===== src/source/board_pkg.sv =====
package board_pkg;

	localparam int BUTTON_COUNT = 6;

	// Bit order up, down, left, right, a, b
	typedef logic [BUTTON_COUNT-1:0] button_vec_t;

	localparam int BTN_UP    = 0;
	localparam int BTN_DOWN  = 1;
	localparam int BTN_LEFT  = 2;
	localparam int BTN_RIGHT = 3;
	localparam int BTN_A     = 4;
	localparam int BTN_B     = 5;

	localparam int DEFAULT_CLOCK_FREQ      = 25125000;
	localparam int DEFAULT_BAUD_RATE       = 115200;
	localparam int DEFAULT_SPI_DIV         = 2;
	localparam int DEFAULT_DEBOUNCE_CYCLES = 251250; // About 10 ms at the PLL clock

endpackage


===== src/source/proto_pkg.sv =====
package proto_pkg;

	typedef logic [7:0]  byte_t;
	typedef logic [23:0] flash_addr_t;

	// SPI flash READ is opcode then 24-bit address, then data
	localparam byte_t FLASH_CMD_READ = 8'h03;
	localparam int CMD_BITS  = $bits(byte_t) + $bits(flash_addr_t);
	localparam int DATA_BITS = $bits(byte_t);

	// Bytes per dump and page step
	localparam int PAGE_BYTES = 16;

	// 8N1 frame: start, 8 data, stop
	localparam int UART_FRAME_BITS = DATA_BITS + 2;

endpackage


===== src/source/flash_read_if.sv =====
`timescale 1ns/100ps

interface flash_read_if;
	import proto_pkg::*;

	logic        req;
	flash_addr_t addr;
	logic        ack;
	byte_t       data;

	modport controller (
		output req,
		output addr,
		input  ack,
		input  data
	);

	modport reader (
		input  req,
		input  addr,
		output ack,
		output data
	);

endinterface


===== src/source/button_debouncer.sv =====
`timescale 1ns/100ps

module button_debouncer #(
	parameter int DEBOUNCE_CYCLES = board_pkg::DEFAULT_DEBOUNCE_CYCLES
) (
	input  logic                   clk,
	input  logic                   arst_n,
	input  board_pkg::button_vec_t buttons,
	output board_pkg::button_vec_t press
);
	import board_pkg::*;

	localparam int CW = $clog2(DEBOUNCE_CYCLES + 1);

	button_vec_t   sync1;
	button_vec_t   sync2;
	button_vec_t   stable;
	logic [CW-1:0] cnt [BUTTON_COUNT];

	always_ff @(posedge clk or negedge arst_n)
	begin
		if (!arst_n)
		begin
			sync1  <= '0;
			sync2  <= '0;
			stable <= '0;
			press  <= '0;
			for (int i = 0; i < BUTTON_COUNT; i++)
				cnt[i] <= '0;
		end
		else
		begin
			sync1 <= buttons;
			sync2 <= sync1;
			for (int i = 0; i < BUTTON_COUNT; i++)
			begin
				press[i] <= 1'b0;
				if (sync2[i] == stable[i])
					cnt[i] <= '0; // Bounce restarts the count
				else if (cnt[i] == CW'(DEBOUNCE_CYCLES - 1))
				begin
					stable[i] <= sync2[i];
					press[i]  <= sync2[i]; // Pulse on press only
					cnt[i]    <= '0;
				end
				else
					cnt[i] <= cnt[i] + 1'b1;
			end
		end
	end

endmodule


===== src/source/baud_timer.sv =====
`timescale 1ns/100ps

module baud_timer #(
	parameter int CLOCK_FREQ = board_pkg::DEFAULT_CLOCK_FREQ,
	parameter int BAUD_RATE  = board_pkg::DEFAULT_BAUD_RATE,
	parameter int SPI_DIV    = board_pkg::DEFAULT_SPI_DIV
) (
	input  logic clk,
	input  logic arst_n,
	output logic bit_tick,
	output logic spi_tick
);

	localparam int BAUD_DIV = CLOCK_FREQ / BAUD_RATE;
	localparam int BW = $clog2(BAUD_DIV + 1);
	localparam int SW = $clog2(SPI_DIV + 1);

	logic [BW-1:0] bit_cnt;
	logic [SW-1:0] spi_cnt;

	assign bit_tick = (bit_cnt == '0);
	assign spi_tick = (spi_cnt == '0);

	always_ff @(posedge clk or negedge arst_n)
	begin
		if (!arst_n)
		begin
			bit_cnt <= BW'(BAUD_DIV - 1);
			spi_cnt <= SW'(SPI_DIV - 1);
		end
		else
		begin
			bit_cnt <= bit_tick ? BW'(BAUD_DIV - 1) : bit_cnt - 1'b1; // Reload on terminal count
			spi_cnt <= spi_tick ? SW'(SPI_DIV - 1) : spi_cnt - 1'b1;
		end
	end

endmodule


===== src/source/dump_controller.sv =====
`timescale 1ns/100ps

module dump_controller (
	input  logic                   clk,
	input  logic                   arst_n,
	input  board_pkg::button_vec_t press,
	input  logic                   tx_ack,
	flash_read_if.controller       flash,
	output logic                   tx_req,
	output proto_pkg::byte_t       tx_data,
	output logic                   red_led,
	output logic                   green_led,
	output logic                   blue_led
);
	import board_pkg::*;
	import proto_pkg::*;

	localparam int IW = $clog2(PAGE_BYTES);
	localparam flash_addr_t PAGE_STEP = flash_addr_t'(PAGE_BYTES);

	typedef enum logic [2:0] {
		idle,
		read_req,
		read_wait_low,
		send_req,
		send_wait_low
	} state_t;

	state_t        state;
	flash_addr_t   page_addr;
	logic [IW-1:0] byte_idx;
	logic          abort_pending; // B seen during the dump
	logic          aborted;

	assign flash.req  = (state == read_req);
	assign flash.addr = page_addr + flash_addr_t'(byte_idx);
	assign tx_req     = (state == send_req);

	assign blue_led  = (state != idle);
	assign green_led = (state == idle) && !aborted;
	assign red_led   = aborted;

	always_ff @(posedge clk or negedge arst_n)
	begin
		if (!arst_n)
		begin
			state         <= idle;
			page_addr     <= '0;
			byte_idx      <= '0;
			abort_pending <= 1'b0;
			aborted       <= 1'b0;
		end
		else
		begin
			if (state != idle && press[BTN_B])
				abort_pending <= 1'b1;
			case (state)
				idle:
					if (press[BTN_A])
					begin
						byte_idx      <= '0;
						abort_pending <= 1'b0;
						aborted       <= 1'b0;
						state         <= read_req;
					end
					else if (press[BTN_UP])
						page_addr <= page_addr + PAGE_STEP; // Wraps at 2^24
					else if (press[BTN_DOWN])
						page_addr <= page_addr - PAGE_STEP;
				read_req:
					if (flash.ack)
						state <= read_wait_low;
				read_wait_low:
					if (!flash.ack)
						state <= send_req;
				send_req:
					if (tx_ack)
						state <= send_wait_low;
				send_wait_low:
					if (!tx_ack)
					begin
						if (abort_pending || byte_idx == IW'(PAGE_BYTES - 1))
						begin
							aborted <= abort_pending;
							state   <= idle;
						end
						else
						begin
							byte_idx <= byte_idx + 1'b1;
							state    <= read_req;
						end
					end
				default:
					state <= idle;
			endcase
		end
	end

	always_ff @(posedge clk)
	begin
		if (state == read_req && flash.ack)
			tx_data <= flash.data; // Byte held for the UART send
	end

endmodule


===== src/source/spi_flash_reader.sv =====
`timescale 1ns/100ps

module spi_flash_reader (
	input  logic         clk,
	input  logic         arst_n,
	input  logic         spi_tick,
	flash_read_if.reader flash,
	input  logic         spi_miso,
	output logic         spi_mosi,
	output logic         spi_sck,
	output logic         spi_cs_n
);
	import proto_pkg::*;

	localparam int XFER_BITS = CMD_BITS + DATA_BITS;
	localparam int CW = $clog2(XFER_BITS);

	typedef enum logic [2:0] {
		idle,
		cs_setup,
		xfer,
		cs_hold,
		finish,
		ack_high
	} state_t;

	state_t              state;
	logic [CMD_BITS-1:0] tx_shift;
	byte_t               rx_shift;
	logic [CW-1:0]       bit_cnt;

	assign flash.data = rx_shift; // Static once the transfer is over

	always_ff @(posedge clk or negedge arst_n)
	begin
		if (!arst_n)
		begin
			state     <= idle;
			spi_cs_n  <= 1'b1;
			spi_sck   <= 1'b0;
			spi_mosi  <= 1'b0;
			bit_cnt   <= '0;
			flash.ack <= 1'b0;
		end
		else
		begin
			case (state)
				idle:
					if (flash.req)
					begin
						spi_cs_n <= 1'b0;
						spi_mosi <= FLASH_CMD_READ[7]; // First bit valid before first rise
						bit_cnt  <= '0;
						state    <= cs_setup;
					end
				cs_setup:
					if (spi_tick)
						state <= xfer;
				xfer:
					if (spi_tick)
					begin
						spi_sck <= ~spi_sck;
						if (spi_sck)
						begin
							if (bit_cnt == CW'(XFER_BITS - 1))
								state <= cs_hold;
							else
							begin
								bit_cnt  <= bit_cnt + 1'b1;
								spi_mosi <= tx_shift[CMD_BITS-2]; // Change on falling edge
							end
						end
					end
				cs_hold:
					if (spi_tick)
					begin
						spi_cs_n <= 1'b1;
						spi_mosi <= 1'b0;
						state    <= finish;
					end
				finish:
				begin
					flash.ack <= 1'b1;
					state     <= ack_high;
				end
				ack_high:
					if (!flash.req)
					begin
						flash.ack <= 1'b0;
						state     <= idle;
					end
				default:
					state <= idle;
			endcase
		end
	end

	always_ff @(posedge clk)
	begin
		if (state == idle && flash.req)
			tx_shift <= {FLASH_CMD_READ, flash.addr};
		else if (state == xfer && spi_tick && spi_sck)
			tx_shift <= tx_shift << 1; // Zeros follow the address
		if (state == xfer && spi_tick && !spi_sck)
			rx_shift <= {rx_shift[DATA_BITS-2:0], spi_miso}; // Sample on rising edge
	end

endmodule


===== src/source/uart_transmitter.sv =====
`timescale 1ns/100ps

module uart_transmitter (
	input  logic             clk,
	input  logic             arst_n,
	input  logic             bit_tick,
	input  logic             tx_req,
	input  proto_pkg::byte_t tx_data,
	output logic             tx_ack,
	output logic             uart_tx
);
	import proto_pkg::*;

	localparam int CW = $clog2(UART_FRAME_BITS);

	typedef enum logic [1:0] {
		idle,
		arm,
		sending,
		done
	} state_t;

	state_t                     state;
	logic [UART_FRAME_BITS-1:0] frame;
	logic [CW-1:0]              bit_cnt;

	always_ff @(posedge clk or negedge arst_n)
	begin
		if (!arst_n)
		begin
			state   <= idle;
			uart_tx <= 1'b1;
			bit_cnt <= '0;
			tx_ack  <= 1'b0;
		end
		else
		begin
			case (state)
				idle:
					if (tx_req)
						state <= arm;
				arm:
					if (bit_tick)
					begin
						uart_tx <= frame[0]; // Start bit
						bit_cnt <= '0;
						state   <= sending;
					end
				sending:
					if (bit_tick)
					begin
						if (bit_cnt == CW'(UART_FRAME_BITS - 1))
						begin
							tx_ack <= 1'b1; // Stop bit done
							state  <= done;
						end
						else
						begin
							uart_tx <= frame[0];
							bit_cnt <= bit_cnt + 1'b1;
						end
					end
				done:
					if (!tx_req)
					begin
						tx_ack <= 1'b0;
						state  <= idle;
					end
				default:
					state <= idle;
			endcase
		end
	end

	always_ff @(posedge clk)
	begin
		if (state == idle && tx_req)
			frame <= {1'b1, tx_data, 1'b0}; // LSB first after start
		else if ((state == arm || state == sending) && bit_tick)
			frame <= {1'b1, frame[UART_FRAME_BITS-1:1]};
	end

endmodule


===== src/source/board_top.sv =====
`timescale 1ns/100ps

module board_top #(
	parameter int CLOCK_FREQ      = board_pkg::DEFAULT_CLOCK_FREQ,
	parameter int BAUD_RATE       = board_pkg::DEFAULT_BAUD_RATE,
	parameter int SPI_DIV         = board_pkg::DEFAULT_SPI_DIV,
	parameter int DEBOUNCE_CYCLES = board_pkg::DEFAULT_DEBOUNCE_CYCLES
) (
	input  logic clk,
	input  logic arst_n,
	input  logic up_button,
	input  logic down_button,
	input  logic a_button,
	input  logic b_button,
	input  logic spi_miso,
	output logic uart_tx,
	output logic spi_mosi,
	output logic spi_sck,
	output logic spi_cs_n,
	output logic red_led,
	output logic green_led,
	output logic blue_led
);
	import board_pkg::*;
	import proto_pkg::*;

	button_vec_t buttons;
	button_vec_t press;
	logic        bit_tick;
	logic        spi_tick;
	logic        tx_req;
	logic        tx_ack;
	byte_t       tx_data;

	flash_read_if i_flash_if ();

	assign buttons[BTN_UP]    = up_button;
	assign buttons[BTN_DOWN]  = down_button;
	assign buttons[BTN_LEFT]  = 1'b0; // Left and right not bonded out here
	assign buttons[BTN_RIGHT] = 1'b0;
	assign buttons[BTN_A]     = a_button;
	assign buttons[BTN_B]     = b_button;

	button_debouncer #(
		.DEBOUNCE_CYCLES (DEBOUNCE_CYCLES)
	) i_debouncer (
		.clk     (clk),
		.arst_n  (arst_n),
		.buttons (buttons),
		.press   (press)
	);

	baud_timer #(
		.CLOCK_FREQ (CLOCK_FREQ),
		.BAUD_RATE  (BAUD_RATE),
		.SPI_DIV    (SPI_DIV)
	) i_timer (
		.clk      (clk),
		.arst_n   (arst_n),
		.bit_tick (bit_tick),
		.spi_tick (spi_tick)
	);

	dump_controller i_controller (
		.clk       (clk),
		.arst_n    (arst_n),
		.press     (press),
		.tx_ack    (tx_ack),
		.flash     (i_flash_if.controller),
		.tx_req    (tx_req),
		.tx_data   (tx_data),
		.red_led   (red_led),
		.green_led (green_led),
		.blue_led  (blue_led)
	);

	spi_flash_reader i_reader (
		.clk      (clk),
		.arst_n   (arst_n),
		.spi_tick (spi_tick),
		.flash    (i_flash_if.reader),
		.spi_miso (spi_miso),
		.spi_mosi (spi_mosi),
		.spi_sck  (spi_sck),
		.spi_cs_n (spi_cs_n)
	);

	uart_transmitter i_uart (
		.clk      (clk),
		.arst_n   (arst_n),
		.bit_tick (bit_tick),
		.tx_req   (tx_req),
		.tx_data  (tx_data),
		.tx_ack   (tx_ack),
		.uart_tx  (uart_tx)
	);

endmodule


===== config.mk =====
export PLATFORM = sky130hd
export DESIGN_NAME = board_top
export DESIGN_NICKNAME = d
export VERILOG_FILES = /design/src/source/board_pkg.sv /design/src/source/proto_pkg.sv /design/src/source/flash_read_if.sv /design/src/source/button_debouncer.sv /design/src/source/baud_timer.sv /design/src/source/dump_controller.sv /design/src/source/spi_flash_reader.sv /design/src/source/uart_transmitter.sv /design/src/source/board_top.sv
export SDC_FILE = /design/constraint.sdc
export NUM_CORES = 1
export LEC_CHECK = 0
export BUFFER_PORTS_ARGS = -buffer_cell sky130_fd_sc_hd__clkbuf_2
export CAP_MARGIN = 20
export CORE_AREA = 2 2 135 137
export CTS_BUF_LIST = sky130_fd_sc_hd__clkbuf_8
export DETAILED_ROUTE_END_ITERATION = 8
export DIE_AREA = 0 0 137 139
export MAX_ROUTING_LAYER = met4
export PLACE_DENSITY = 0.73
export SYNTH_ARGS = -nofsm -noshare
export SYNTH_HDL_FRONTEND = slang
export SYNTH_SLANG_ARGS = --single-unit
export TNS_END_PERCENT = 100

===== constraint.sdc =====
create_clock -name clk -period 4.8 [get_ports clk]
set_input_delay 1.44 -clock clk [delete_from_list [all_inputs] [get_ports clk]]
set_output_delay 1.44 -clock clk [all_outputs]
set_load 0.005 [all_outputs]

* Word-level counts from Yosys, hierarchy flattened *
Index checks and enable logic that the tools add are counted.
Widths: inputs -> output; s select.

word-level totals
  register bits after elaboration = 208
  output and inout port bits = 7
  logic and storage cells = 225

operators by class
  $add $sub $neg = 12
  eq/ne operators = 44
  multiplexer cells = 83
  bitwise operators = 6
  reductions and logical operators = 46

operator list
  operator               number
  $mux 18                8
  $mux 24                4
  $add 18x1->18 const B  4
  $eq 18x18->1 const B   4
  $mux 3                 12
  $mux 1                 28
  $add 24x4->24          1
  $add 24x5->24 const B  1
  $mux 4                 6
  $mux 6                 4
  $ne 2x2->1 const B     12
  $sub 24x5->24 const B  1
  $mux 9                 2
  $ne 2x1->1 const B     9
  $pmux 3 s6             1
  $reduce_bool 2->1      9
  $pmux 4 s2             2
  $reduce_and 4->1       4
  $pmux 3 s5             1
  $reduce_and 5->1       3
  $eq 3x2->1 const B     4
  $mux 2                 6
  $pmux 6 s2             1
  $reduce_and 2->1       6
  other kinds (26)       58

* Logic depth before layout (Yosys ltp) *
Gate-level depths: netlist (run 1).

  depth in word-level cells = 5
  mapped depth = 9
  mapped depth without buffers = 8

* Modules after synthesis *
From an unflattened synthesis (run 1), not the netlist that was laid out.

second synthesis, totals
  cells, all modules = 1,182
  area total of the unflattened synthesis = 12,517.0 um^2

by module, submodules not included
  module            instances  cells an instance  area an instance (um^2)  sequential area each (um^2)
  button_debouncer  1          619                6,337.3                  3,303.2
  dump_controller   1          284                2,537.4                  965.9
  spi_flash_reader  1          161                2,235.9                  1,427.6
  uart_transmitter  1          73                 927.1                    461.7
  baud_timer        1          44                 475.5                    257.7
  board_top         1          1                  3.8                      0.0

* Least setup slack after synthesis (run 1) *
No wires, ideal clock.

  kind = reg-to-reg
  from = register i_debouncer.press[0]
  to = register i_controller.page_addr[20]
  setup time = 0.126 ns
  data arrival time = 2.535 ns
  data required time = 4.674 ns
  setup slack = 2.139 ns
  cell stages (with the launch flop) = 9
  path buffers = 0
  clock period less this slack = 2.661 ns
  cell sequence = dfrtp_1 inv_1 ha_1 a21oi_2 o21ai_2 a211o_4 a311oi_4 o21ai_1 a221o_1

on the way
  longest elaborated chain between the ends = 2
  elaborated cells on any way between the ends = 3

RTL lines
  what                             line                    RTL
  start, declared                  button_debouncer.sv:9   output board_pkg::button_vec_t press
  start signal, assigned by index  button_debouncer.sv:43  press[i] <= sync2[i];
  $reduce_bool 2->1 (no line)      -
  $reduce_and 3->1 (no line)       -
  end signal, assigned             dump_controller.sv:67   page_addr <= page_addr + PAGE_STEP;
  end signal, assigned             dump_controller.sv:69   page_addr <= page_addr - PAGE_STEP;
  end, declared                    dump_controller.sv:30   flash_addr_t page_addr;

Parallel ways exist; a longest one is shown, timed or not.
A chain may end at the register's enable or synchronous reset.

* Worst setup path in the final report (run 1) *
  from = register i_controller.state[2]
  to = register i_reader.tx_shift[12], enable pin

on the way
  longest elaborated chain between the ends = 3

RTL lines
  what                         line                     RTL
  start, declared              dump_controller.sv:29    state_t state;
  start signal, assigned       dump_controller.sv:47    state <= idle;
  start signal, assigned       dump_controller.sv:64    state <= read_req;
  start signal, assigned       dump_controller.sv:72    state <= read_wait_low;
  $eq 3x1->1                   dump_controller.sv:35    assign flash.req = (state == read_req);
  $logic_and 1x1->1            spi_flash_reader.sv:100  if (state == idle && flash.req)
  $reduce_bool 2->1 (no line)  -
  end signal, assigned         spi_flash_reader.sv:101  tx_shift <= {FLASH_CMD_READ, flash.addr};
  end signal, assigned         spi_flash_reader.sv:103  tx_shift <= tx_shift << 1;
  end, declared                spi_flash_reader.sv:28   logic [CMD_BITS-1:0] tx_shift;

Every way passes these cells.

==> results of run 1 <==
metrics by stage:
| step | hold slack (ps) | setup WS [ps] | power (mW) | cells | util, % |
|---|---|---|---|---|---|
| floorplan | 331 | 2140 | 1.85 | 991 | - |
| global placement | 335 | 1650 | 1.88 | 1206 | 58.0 |
| detailed placement | 335 | 1620 | 1.88 | 1206 | 58.0 |
| CTS | 339 | 1580 | 3.31 | 1270 | 61.5 |
| global route | 354 | 1330 | 3.40 | 1270 | 61.5 |
| finish | 336 | 1620 | 3.26 | 1270 | 61.5 |
layer usage:
metal | part of all wire [%] | GRT usage (%) | vias to the layer above
met3 | 3.6 | 4.24 | 39
met2 | 45 | 30.3 | 86
met5 | 0 | - | -
met1 | 49 | 27.9 | 3315
met4 | 2.2 | 6.46 | 0
li1 | - | - | 3500
cells by family after synthesis:
family | synth area share (%)
AND/OR/NAND/NOR | 21.2
flip-flops | 53.3
AO/OA/AOI/OAI | 8.79
XOR/XNOR | 7.90
buffers and inverters | 2.33
adder cells (fa/ha/maj) | 4.72
multiplexers | 1.78
cell type report:
cell class,count,area (sq um),area share (%)
flip-flops and latches,204,5320,48.9
inverters,25,93.8,0.864
clock buffers,38,523,4.81
well taps,229,287,2.64
clock inverters,26,108,0.991
multi-input cells,731,4440,40.8
repair buffers,17,101,0.933
critical path: stages, from the launching register on:
cell                      delay, ps
sky130_fd_sc_hd__dfrtp_1        520
sky130_fd_sc_hd__or3b_2         590
sky130_fd_sc_hd__nor2_1         220
sky130_fd_sc_hd__nand2_1        500
sky130_fd_sc_hd__nand2_1        940
cells in the final DEF, fill, tap and decap left out, types with 5 or more instances in the layout:
cell type                  Yosys  final
sky130_fd_sc_hd__nand2_1     167    167
sky130_fd_sc_hd__dfrtp_1     140    140
sky130_fd_sc_hd__nor2_1      123    123
sky130_fd_sc_hd__xor2_1       58     58
sky130_fd_sc_hd__nand3_1      50     50
sky130_fd_sc_hd__edfxtp_1     48     48
sky130_fd_sc_hd__o21ai_0      45     45
sky130_fd_sc_hd__inv_1        24     42
sky130_fd_sc_hd__clkbuf_8      0     38
sky130_fd_sc_hd__ha_1         36     36
sky130_fd_sc_hd__xnor2_1      32     32
sky130_fd_sc_hd__a21oi_1      30     30
sky130_fd_sc_hd__nand4_1      24     24
sky130_fd_sc_hd__and3_1       19     19
sky130_fd_sc_hd__nor3_1       16     16
sky130_fd_sc_hd__clkbuf_2      0     12
sky130_fd_sc_hd__mux2i_1      11     11
sky130_fd_sc_hd__dfstp_2       8      8
sky130_fd_sc_hd__dfxtp_1       8      8
sky130_fd_sc_hd__and2_1        7      7
sky130_fd_sc_hd__nor3b_1       6      6
sky130_fd_sc_hd__mux2_2        6      6
sky130_fd_sc_hd__nor4b_1       5      5
sky130_fd_sc_hd__and4_1        5      5
sky130_fd_sc_hd__a21o_1        5      5
sky130_fd_sc_hd__nor2b_1       5      5
sky130_fd_sc_hd__clkinv_1      0      5
sequential cells by signal, summed over array words and instances (netlist names), 2 cells and up:
signal	flops
i_controller.byte_idx	4
i_controller.page_addr	20
i_controller.state	3
i_controller.tx_data	8
i_debouncer.cnt	72
i_debouncer.press	4
i_debouncer.stable	4
i_debouncer.sync1	4
i_debouncer.sync2	4
i_reader.bit_cnt	6
i_reader.flash.data	8
i_reader.state	3
i_reader.tx_shift	31
i_timer.bit_cnt	8
i_timer.spi_cnt	2
i_uart.bit_cnt	4
i_uart.frame	9
i_uart.state	2
power groups by stage:
stage	registers [mW]	logic, mW	clock network (mW)
2_1_floorplan	1.82	0.0236	0
5_1_grt	1.79	0.0671	1.54
4_1_cts	1.79	0.0584	1.46
6_report	1.79	0.0552	1.42
3_3_place_gp	1.82	0.0572	0
3_5_place_dp	1.82	0.0583	0
final timing paths:
kind	start	endpoint	slack (ps)	depth (start not counted)
setup / recovery	i_controller.state[2]	i_reader.tx_shift[12]	1620	4
hold / removal	i_debouncer.sync1[1]	i_debouncer.sync2[1]	340	0
setup reg to reg	i_controller.state[2]	i_reader.tx_shift[12]	1620	4
hold reg to reg	i_debouncer.sync1[1]	i_debouncer.sync2[1]	340	0
max in group asynchronous	arst_n	i_controller.page_addr[16]	2920	2
min in group asynchronous	arst_n	i_controller.page_addr[20]	950	1
==> summary.md, run 1 <==
In this run, the number of DRC markers left after iteration 0 of detailed routing was 407. The flow ran to the end, and the final reports show no timing, DRC or antenna violations. VDD sags by at most 0.230 mV.

The detailed-route DRC error count is 0. Setup violations remaining at the end of the flow were counted as 0. The switching power of the nets is 0.739 mW, and the count of nets after finishing is 1058. Summing over every cut layer, the via total after detailed routing is 6940. The number of global-route vias before repair is 6730, and the initial standard-cell utilization of the core is 56.5%. Summing all placed instances gives a cell area of 10200 sq um.

The fraction of layout cells with a size suffix above 1 was 8.26%; the fraction of power spent switching nets was 22.6%. A synthesized cell averages 10.1 sq um. After synthesis, the cell types taking the most area are sky130_fd_sc_hd__dfrtp_1, sky130_fd_sc_hd__edfxtp_1, sky130_fd_sc_hd__nand2_1.

Based on the critical path, the design can be clocked at up to 314 MHz. The number of input and output port buffers inserted is 13. The root buffer cell is sky130_fd_sc_hd__clkbuf_8.

Summing all non-filler instances in the final layout gives an area of 10900 sq um. For the placer's final routability congestion estimate, the log shows 0.915. Counting flops and latches in the post-synthesis netlist gives 204. Synthesis produced a netlist with a net count of 1035. For the sink count of the clock tree, the log shows 204. The wire length of the first global-routing pass is 30.9 mm, and the die width is 137 microns. TritonCTS built the clock tree. The worst slew margin relative to its limit was 35.0%; the proportion of register bits with asynchronous set or reset after synthesis was 72.5%. The final hold violation count came out at 0. After clock tree synthesis, the clock-pin slew on the worst setup and hold paths is 60 ps.

The run gives 4.84 nW as the leakage component of the power. In the synthesized netlist the dominant register cell turns out to be sky130_fd_sc_hd__dfrtp_1. The share of power burned in combinational logic is 1.7%. Vertical die dimension: 139 microns. For the worst endpoint required time, the log shows 4920 ps. For the pin with the worst max-slew slack, the measured transition is 973 ps.

By count the netlist is led by sky130_fd_sc_hd__nand2_1, sky130_fd_sc_hd__dfrtp_1, sky130_fd_sc_hd__nor2_1. Class of the tightest hold or removal check: flop to flop. The area growth from synthesis to final layout was 8.91%; the wire length after detailed routing was 17.9 mm. STA classifies the critical path startpoint as a flop. The accumulated negative setup slack came out at 0 ps. Max-cap violations in this run came to 0. Buffers inserted to repair hold after CTS numbered 0. After clock tree synthesis, the repair step resized 0 gates. After detailed routing, the average wire length per cell comes to 14.1 microns. The clock buffer count from CTS is 35, and the number of vias per cell after detailed routing is 5.46. The run gives 2 as the number of levels in the clock H-tree. The most common cell in the synthesized netlist is sky130_fd_sc_hd__nand2_1.

Before antenna repair, the detailed router went through 4 iterations. Setup repair after global routing left no endpoint under its margin. The post-CTS setup repair buffer count was 0. In this run the power density over the cells is 301 nW/um^2. Yosys mapped the design onto 74 distinct sky130hd cell types. After filler insertion, the fill cell instance count of the layout stands at 1476. In the global route stage, overall resource usage came out at 20.3%.

The type of destination of the critical path is a flop. For the final-report max-slew violation count, the log shows 0. Along the worst path, the maximum fanout reaches 26. Critical path arrival: 3300 ps. The logs give 0 for the final antenna-violating net count and 17700 sq um for the area of the core region.

In the finished design, the share of the clock period the worst path needs comes to 66.3%. The maximum number of buffers from clock root to sink came out at 3. Yosys mapped a number of flops with a built-in enable equal to 48.

Shortest period the worst path allows: 3180 ps. The worst setup path is of the flop to flop kind. The largest total area in the synthesized netlist belongs to sky130_fd_sc_hd__dfrtp_1. The die covers 19000 sq um.

For the cell area after synthesis, the log shows 9970 sq um. Clock skew on the completed layout was measured at 30.8 ps. The cell row count was 49; the global-route congestion overflow total was 0. The share of power burned in the clock network came out at 43.4%. The logs give 991 for the gate count of the mapped netlist and 0 for the number of antenna cells inserted. The logs give 2.53 mW for the internal power contribution and 53.3% for the sequential-to-total area share from yosys stat. For this design the top-level I/O count stands at 14.

The fraction of synthesized cell area taken by the top area cell type was 35.1%; the sequential share of power was 54.9%. The Yosys step of the flow raised 0 warnings. The run gives 520 ps as the insertion delay of the later-clocked pin in the worst-skew pair. The logs give 0 for the number of antenna violations at the first check in global routing and 74 for the pin count of the biggest net entering global routing. The placed wire-length estimate after detailed placement is 11.7 mm.
(Power assumes the default switching activity.)
==> run 2: changes to the inputs <==
ABC_AREA = 1   (was default)
CORE_AREA = 2 2 140 142   (was 2 2 135 137)
DIE_AREA = 0 0 142 144   (was 0 0 137 139)
clock period = 3.2 ns   (was 4.8 ns; I/O delays follow)
==> run 2 against run 1 <==
Effect of this change:
- combinational power up 74%
- first-iteration DRC count up 35%
- sequential power rose by 50%
- largest power group unchanged
- die area rose by 7.4%
- largest cell class unchanged
- synthesized cell count increased by 31%
- routed wire length grew 12%
- utilization grew 0.27 points
- cell count is 26% higher
==> summary.md, run 2 <==
Setup repair after global routing left no endpoint under its margin. The fraction of layout cells with a size suffix above 1 came out at 9.67% (+1.4 points). The number of enable flip-flop cells after synthesis was 48 (unchanged). The run gives 343 ps (+7.51 ps) as the worst hold margin. Maximum net fanout on the critical path: 19 (-27%). The number of placed I/O pins is 14 (unchanged).

The critical path in this run is classified as flop to flop. The largest registers in the layout are i_debouncer.cnt x72, i_reader.tx_shift x31, i_controller.page_addr x20. Proportion of register bits with asynchronous set or reset after synthesis: 72.5% (unchanged).

The number of levels in the clock H-tree is 2 (unchanged). The die width is 142 microns (+3.6%), and the flip-flop count of the largest register, all copies and words added is 72 (unchanged). The run gives 818 ps (-803 ps) as the setup slack at placement.

The tools report the maximum frequency from static timing analysis as 408 MHz (+30%). The tightest min-delay check is of the flop to flop type. The tools report the post-CTS setup repair buffer count as 0 (unchanged). The tools report the setup slack of the worst register-to-register path as 750 ps (-870 ps). The count of maximum capacitance violations is 0 (unchanged). The run gives 50 (-32%) as the count of unique library cells instantiated by Yosys.

The sequential-to-total area share from yosys stat is 49.2% (-4.1 points). The area growth from synthesis to layout is 9.19%. Synthesized netlist net count: 1345 (+30%). The number of antenna cells inserted was 0 (unchanged). Register with the most flip-flops: i_debouncer.cnt. For the filler-free cell count of the finished design, the log shows 1603 (+26%).

The area of the core region was 19100 sq um (+8.1%); the fraction of synthesized cell area taken by the top area cell type was 32.4% (-2.7 points). The number of input and output port buffers inserted is 13 (unchanged), and the part of the cycle the worst path needs is 76.6% (+10 points). The number of antenna violations at the first check in global routing was 0 (unchanged). Average cell area after synthesis: 8.30 sq um (-18%). Number of synthesized register bits: 204 (unchanged).

The vertical die dimension was 144 microns (+3.6%); the wire length after detailed routing was 20.0 mm (+12%). The global routing usage summed across all routing layers came out at 21.5% (+1.2 points). Power density relative to cell area: 427 nW/um^2 (+42%). The tools report the gate count of the mapped netlist as 1301 (+31%). The placed wire-length estimate after detailed placement is 14.2 mm (+21%). Critical path arrival: 2890 ps (-410 ps). The DRC violation total after the first TritonRoute iteration came out at 549 (+35%). The worst setup path is captured at a flop. TritonCTS built the clock tree.

The most used flip-flop cell after synthesis is sky130_fd_sc_hd__dfrtp_1. Accumulated negative setup slack: 0 ps (unchanged). The commonest cells after synthesis are sky130_fd_sc_hd__nand2_1, sky130_fd_sc_hd__nor2_1, sky130_fd_sc_hd__inv_1. The number of warnings printed during yosys synthesis is 0 (unchanged), and the number of buffers inserted by hold repair at cts is 0 (unchanged). Worst endpoint required time: 3640 ps (-1280 ps). For the sink count of the clock tree, the log shows 204 (unchanged). Leaving out fill and tap cells, the most frequent cell in the layout is sky130_fd_sc_hd__nand2_1. The overall die area came out at 20400 sq um (+7.4%). The maximum number of buffers from clock root to sink was 3 (unchanged); the number of instances in the placed design was 1539 (+28%). The worst slew margin relative to its limit came out at 47.1% (+12 points). Actual transition at the worst max-transition pin: 790 ps (-183 ps).

The logs give 8094 (+20%) for the number of global-route vias before repair and 36 (+2.9%) for the clock buffer count from CTS. The most numerous cell in the Yosys netlist is sky130_fd_sc_hd__nand2_1. The shortest period the worst path allows works out to 2450 ps (-731 ps). The tools report the final-report max-slew violation count as 0 (unchanged). The insertion delay of the later-clocked pin in the worst-skew pair came out at 510 ps (about the same).

The logs give 5.56 nW (+15%) for the leakage component of the power and 5 (+1) for the first-pass iteration count of the detailed router. The logs give 8314 (+20%) for the overall via count from detail_route and 66 (-11%) for the pin count of the biggest net entering global routing. The number of vias per cell after detailed routing works out to 5.19 (-5.1%).

Final antenna-violating net count: 0 (unchanged). In the layout the commonest cells are sky130_fd_sc_hd__nand2_1, sky130_fd_sc_hd__nor2_1, sky130_fd_sc_hd__inv_1. The tools report the kind of start point of the critical path as a flop. The clock transition at the registers of the reported paths was 60 ps (about the same). The flow ran to the end, and the final reports show no timing, DRC or antenna violations.

The worst IR drop on VDD came out at 0.303 mV (+32%). The detailed-route DRC error count was 0 (unchanged). The post-layout worst setup margin is 749 ps (-869 ps).

The tools report the count of nets after finishing as 1383 (+31%). The run gives 0.911 (-0.45%) as the placer's final routability congestion estimate. The logs give 5.03 mW (+54%) for the total design power and 51 (+4.1%) for the cell row count. The final hold violation count came out at 0 (unchanged). The wire length of the first global-routing pass is 35.6 mm (+15%).

The cell area after synthesis is 10800 sq um (+8.3%). Cell taking the most area after synthesis: sky130_fd_sc_hd__dfrtp_1. The global-route congestion overflow total was 0 (unchanged); the initial standard-cell utilization of the core was 56.6% (+0.10 points). The final worst clock skew was 20.7 ps (-10.1 ps).

The cell sitting at the root of the clock tree is a sky130_fd_sc_hd__clkbuf_8. In the post-synthesis netlist, the biggest area contributors are sky130_fd_sc_hd__dfrtp_1, sky130_fd_sc_hd__edfxtp_1, sky130_fd_sc_hd__nand2_1. Final count of negative-setup-slack endpoints: 0 (unchanged). The number of gates resized after cts is 0 (unchanged), and the average routed wire per standard cell is 12.4 microns (-12%).
-- run 2: cell types whose count changed in the layout (fill, tap and decap cells not counted), sizes merged, moves of 14 or more --
| cell | change |
|---|---|
| and3 | -18 |
| inv | +112 |
| nand2 | +179 |
| nand3 | +66 |
| nor2 | +58 |
| xnor2 | -19 |
| xor2 | -14 |
-- run 2: routing by layer --
layer	up-vias	GRT usage, %	wire length [microns]
met5	-	-	0
met4	0	7.42	418
met3	40	3.25	637
met2	115	33.9	9030
met1	3848	28.8	9870
li1	4311	-	-
-- run 2: worst paths after layout --
path,start,to,depth (start not counted)
min in group asynchronous,arst_n,i_controller.page_addr[21],1
worst max register to register,i_debouncer.press[0],i_controller.page_addr[22],11
worst max-delay path,i_debouncer.press[0],i_controller.page_addr[22],11
max in group asynchronous,arst_n,i_timer.spi_cnt[0],2
worst min-delay path,i_debouncer.sync1[1],i_debouncer.sync2[1],0
worst min register to register,i_debouncer.sync1[1],i_debouncer.sync2[1],0
-- run 2: cell type report --
| type | instances | area [sq um] |
|---|---|---|
| Tap cell | 238 | 298 |
| Sequential cell | 204 | 5320 |
| Inverter | 147 | 554 |
| Fill cell | 1661 | 7290 |
| Clock buffer | 42 | 578 |
| Clock inverter | 22 | 98.8 |
| Timing Repair Buffer | 19 | 129 |
| Multi-Input combinational cell | 931 | 4820 |
-- run 2: kinds of logic after synthesis --
| group | Yosys count | synth area share, % |
|---|---|---|
| DFF | 204 | 49.2 |
| xor gates and xnor gates | 57 | 4.62 |
| AOI/OAI and AO/OA | 116 | 6.03 |
| buffers and inverters | 166 | 6.16 |
| and+or+nand+nor | 721 | 29.6 |
| adders and majority gates | 37 | 4.36 |
-- run 2: through the flow --
| stage | util [%] | cell area [sq um] |
|---|---|---|
| floorplan | - | 10800 |
| global placement | 58.2 | 11100 |
| detailed placement | 58.2 | 11100 |
| CTS | 61.8 | 11800 |
| global route | 61.8 | 11800 |
| finish | 61.8 | 11800 |
-- run 2: critical path, cell delays in order (launching register included) --
cell	delay, ps
sky130_fd_sc_hd__dfrtp_1	400
sky130_fd_sc_hd__inv_1	520
sky130_fd_sc_hd__ha_1	390
sky130_fd_sc_hd__a21oi_1	280
sky130_fd_sc_hd__nand2_1	90
sky130_fd_sc_hd__nand2_1	60
sky130_fd_sc_hd__nand3_1	180
sky130_fd_sc_hd__nand2_1	140
sky130_fd_sc_hd__nand2_1	80
sky130_fd_sc_hd__nand2_1	80
sky130_fd_sc_hd__nand3_1	80
sky130_fd_sc_hd__nand2_1	70
-- run 2: power breakdown --
part | total, mW | switching [mW] | internal [mW]
logic | 0.0960 | 0.0691 | 0.0269
clock network | 2.24 | 1.04 | 1.20
registers | 2.69 | 0.0199 | 2.67
==> run 3: changes to the inputs <==
PLACE_DENSITY = 0.76   (was 0.73)
clock period = 2.25 ns   (was 3.2 ns; I/O delays follow)
==> run 3 against run 2 <==
Effect of this change:
- worst setup slack worse by 640 ps
- cell count up 0.19%
- clock skew up 5.6 ps
- hold slack worse by 86 ps
- fmax up 15%
- critical path type unchanged
- largest cell class unchanged
- largest power group unchanged
==> summary.md, run 3 (same netlist as run 2, synthesis figures left out) <==
The area of the core region came out at 19100 sq um (unchanged). The wire length of the first global-routing pass is 35.4 mm (-0.64%). In the layout the commonest cells are sky130_fd_sc_hd__nand2_1, sky130_fd_sc_hd__nor2_1, sky130_fd_sc_hd__inv_1.

The tools report the type of destination of the critical path as a flop. The hold path depth was 1 (+1); the die width was 142 microns (unchanged). The worst hold path terminates at i_debouncer.sync1[1]. The maximum net fanout on the critical path was 16 (-3); the part of the cycle the worst path needs was 95.0% (+18 points). The number of antenna violations at the first check in global routing is 0 (unchanged), and the placer's final routability congestion estimate is 0.899 (-1.3%). The depth of the worst register-to-register path works out to 12 (+1). The tools report the critical register-to-register path startpoint as i_debouncer.press[0]. The number of vias per cell after detailed routing is 5.22 (+0.67%).

The count of nets after finishing came out at 1390 (+0.51%). The pin count of the biggest net entering global routing was 62 (-6.1%); the number of input and output port buffers inserted was 13 (unchanged). Initial standard-cell utilization of the core: 56.6% (unchanged). For the total design power, the log shows 7.02 mW (+40%). The run finished with clean final reports.

The run gives 20400 sq um (unchanged) as the overall die area. The final count of negative-setup-slack endpoints is 0 (unchanged). For the leakage component of the power, the log shows 5.57 nW (+0.27%). Class of the tightest hold or removal check: primary input to flop.

For the final antenna-violating net count, the log shows 0 (unchanged). The cell row count was 51 (unchanged); the count of maximum capacitance violations was 0 (unchanged). Placed wire-length estimate after detailed placement: 14.4 mm (+1.3%). The tools report the maximum number of buffers from clock root to sink as 3 (unchanged). The critical hold path startpoint was down_button. The logs give 11900 sq um (+0.61%) for the area of all placed cells without fillers and 468 MHz (+15%) for the maximum frequency from static timing analysis. The root buffer cell was sky130_fd_sc_hd__clkbuf_8.

The critical path class was flop to flop. The run gives 0 (unchanged) as the final hold violation count. The sink count of the clock tree is 204 (unchanged), and the number of levels in the clock H-tree is 2 (unchanged). The average routed wire per standard cell is 12.7 microns (+1.7%), and the number of inserted filler cells in the final layout is 1610 (-3.1%). Clock buffer count from CTS: 35 (-2.8%).

The worst endpoint required time was 2660 ps (-980 ps); the worst IR drop on VDD was 0.427 mV (+41%). The critical path arrival is 2550 ps (-340 ps), and the area growth from synthesis to final layout is 9.86%. The cell area reported after detailed placement is 11200 sq um (+0.63%).

Shortest period the worst path allows: 2140 ps (-312 ps). The global routing usage summed across all routing layers is 21.4% (-0.15 points). The tools report the worst hold margin as 257 ps (-86.3 ps).

The clock transition at the registers of the reported paths is 70 ps (about the same). The library cell used most frequently in the layout, excluding fill and tap cells, is sky130_fd_sc_hd__nand2_1. The endpoint identified for the worst register-to-register timing path is i_controller.page_addr[23]. The accumulated negative setup slack is 0 ps (unchanged), and the area of combinational cells with multiple inputs is 4840 sq um (+0.42%). The run gives 20.3 mm (+1.8%) as the wire length after detailed routing. The number of global-route vias before repair was 8015 (-0.98%).

The area occupied by registers is 5320 sq um (unchanged). The worst setup path is launched from a flop. The register with the most flip-flops in the final layout is i_debouncer.cnt. Insertion delay of the later-clocked pin in the worst-skew pair: 530 ps (+20 ps). For the number of antenna cells inserted, the log shows 0 (unchanged). For the share of the core filled with cells, the log shows 62.2% (+0.38 points). The vertical die dimension came out at 144 microns (unchanged). For the final-report max-slew violation count, the log shows 0 (unchanged). In the final layout, the registers with the most flip-flops are i_debouncer.cnt x72, i_reader.tx_shift x31, i_controller.page_addr x20. The global-route congestion overflow total was 0 (unchanged). For the worst slew margin relative to its limit, the log shows 70.1% (+23 points). TritonCTS built the clock tree. The power density relative to cell area is 592 nW/um^2 (+39%).

First-pass iteration count of the detailed router: 5 (unchanged). The tools report the detailed-route DRC error count as 0 (unchanged). The tools report the overall via count from detail_route as 8385 (+0.85%). The DRC violation total after the first TritonRoute iteration is 501 (-8.7%), and the actual transition at the worst max-transition pin is 447 ps (-342 ps). The fraction of layout cells with a size suffix above 1 is 9.94% (+0.27 points), and the final worst clock skew is 26.3 ps (+5.58 ps).

The flip-flop count of the largest register, all copies and words added came out at 72 (unchanged). The number of placed I/O pins came out at 14 (unchanged). For the setup slack of the worst register-to-register path, the log shows 110 ps (-640 ps).
[run 3: cell type report]
cell class | count | share of cell area [%]
Sequential cell | 204 | 44.8
Multi-Input combinational cell | 931 | 40.8
Clock inverter | 20 | 0.749
Clock buffer | 39 | 4.52
Timing Repair Buffer | 27 | 1.93
Tap cell | 238 | 2.51
Inverter | 147 | 4.70
[run 3: critical path, cell delays in order (launching register included)]
cell	delay, ps
sky130_fd_sc_hd__dfrtp_1	400
sky130_fd_sc_hd__clkinvlp_4	140
sky130_fd_sc_hd__buf_12	170
sky130_fd_sc_hd__buf_4	150
sky130_fd_sc_hd__ha_1	340
sky130_fd_sc_hd__nand2_1	120
sky130_fd_sc_hd__inv_1	40
sky130_fd_sc_hd__nand2_1	60
sky130_fd_sc_hd__nand2_1	60
sky130_fd_sc_hd__a21oi_1	250
sky130_fd_sc_hd__nand4_1	140
sky130_fd_sc_hd__nand3_1	100
sky130_fd_sc_hd__nand2_1	50
[run 3: repair_timing]
action	in CTS	in global routing
resized for setup	0	4
setup buffers	0	1
hold buffers	1	0
hold endpoints to repair	8	0
setup endpoints to repair	0	14
[run 3: report_power, final]
group	internal, mW	total [mW]	switching (mW)
sequential	3.80	3.83	0.0294
clock	1.59	3.05	1.47
combinational	0.0409	0.140	0.0991
total	5.43	7.02	1.59
[run 3: stage by stage]
step	instances	setup WS, ps
6_report	1606	112
5_1_grt	1606	-13.8
4_1_cts	1605	16.4
3_5_place_dp	1545	35.1
3_3_place_gp	1545	92.0
2_1_floorplan	1301	216
[run 3: worst max path at each step]
stage | start | endpoint | slack, ps | cells after the start
2_1_floorplan | i_reader.state[2] | i_reader.tx_shift[0] | 220 | 7
3_3_place_gp | i_debouncer.press[0] | i_controller.page_addr[23] | 90 | 11
3_5_place_dp | i_debouncer.press[0] | i_controller.page_addr[21] | 40 | 10
4_1_cts | i_debouncer.press[0] | i_controller.page_addr[21] | 20 | 10
5_1_grt | i_debouncer.press[0] | i_controller.page_addr[23] | -10 | 13
6_report | i_debouncer.press[0] | i_controller.page_addr[23] | 110 | 12
[run 3: metal layers]
| layer | routed length (microns) | vias to the layer above | global-route usage (%) |
|---|---|---|---|
| li1 | - | 4312 | - |
| met4 | 400 | 0 | 6.79 |
| met1 | 9720 | 3890 | 27.9 |
| met3 | 750 | 36 | 3.54 |
| met2 | 9460 | 147 | 34.6 |
| met5 | 0 | - | - |
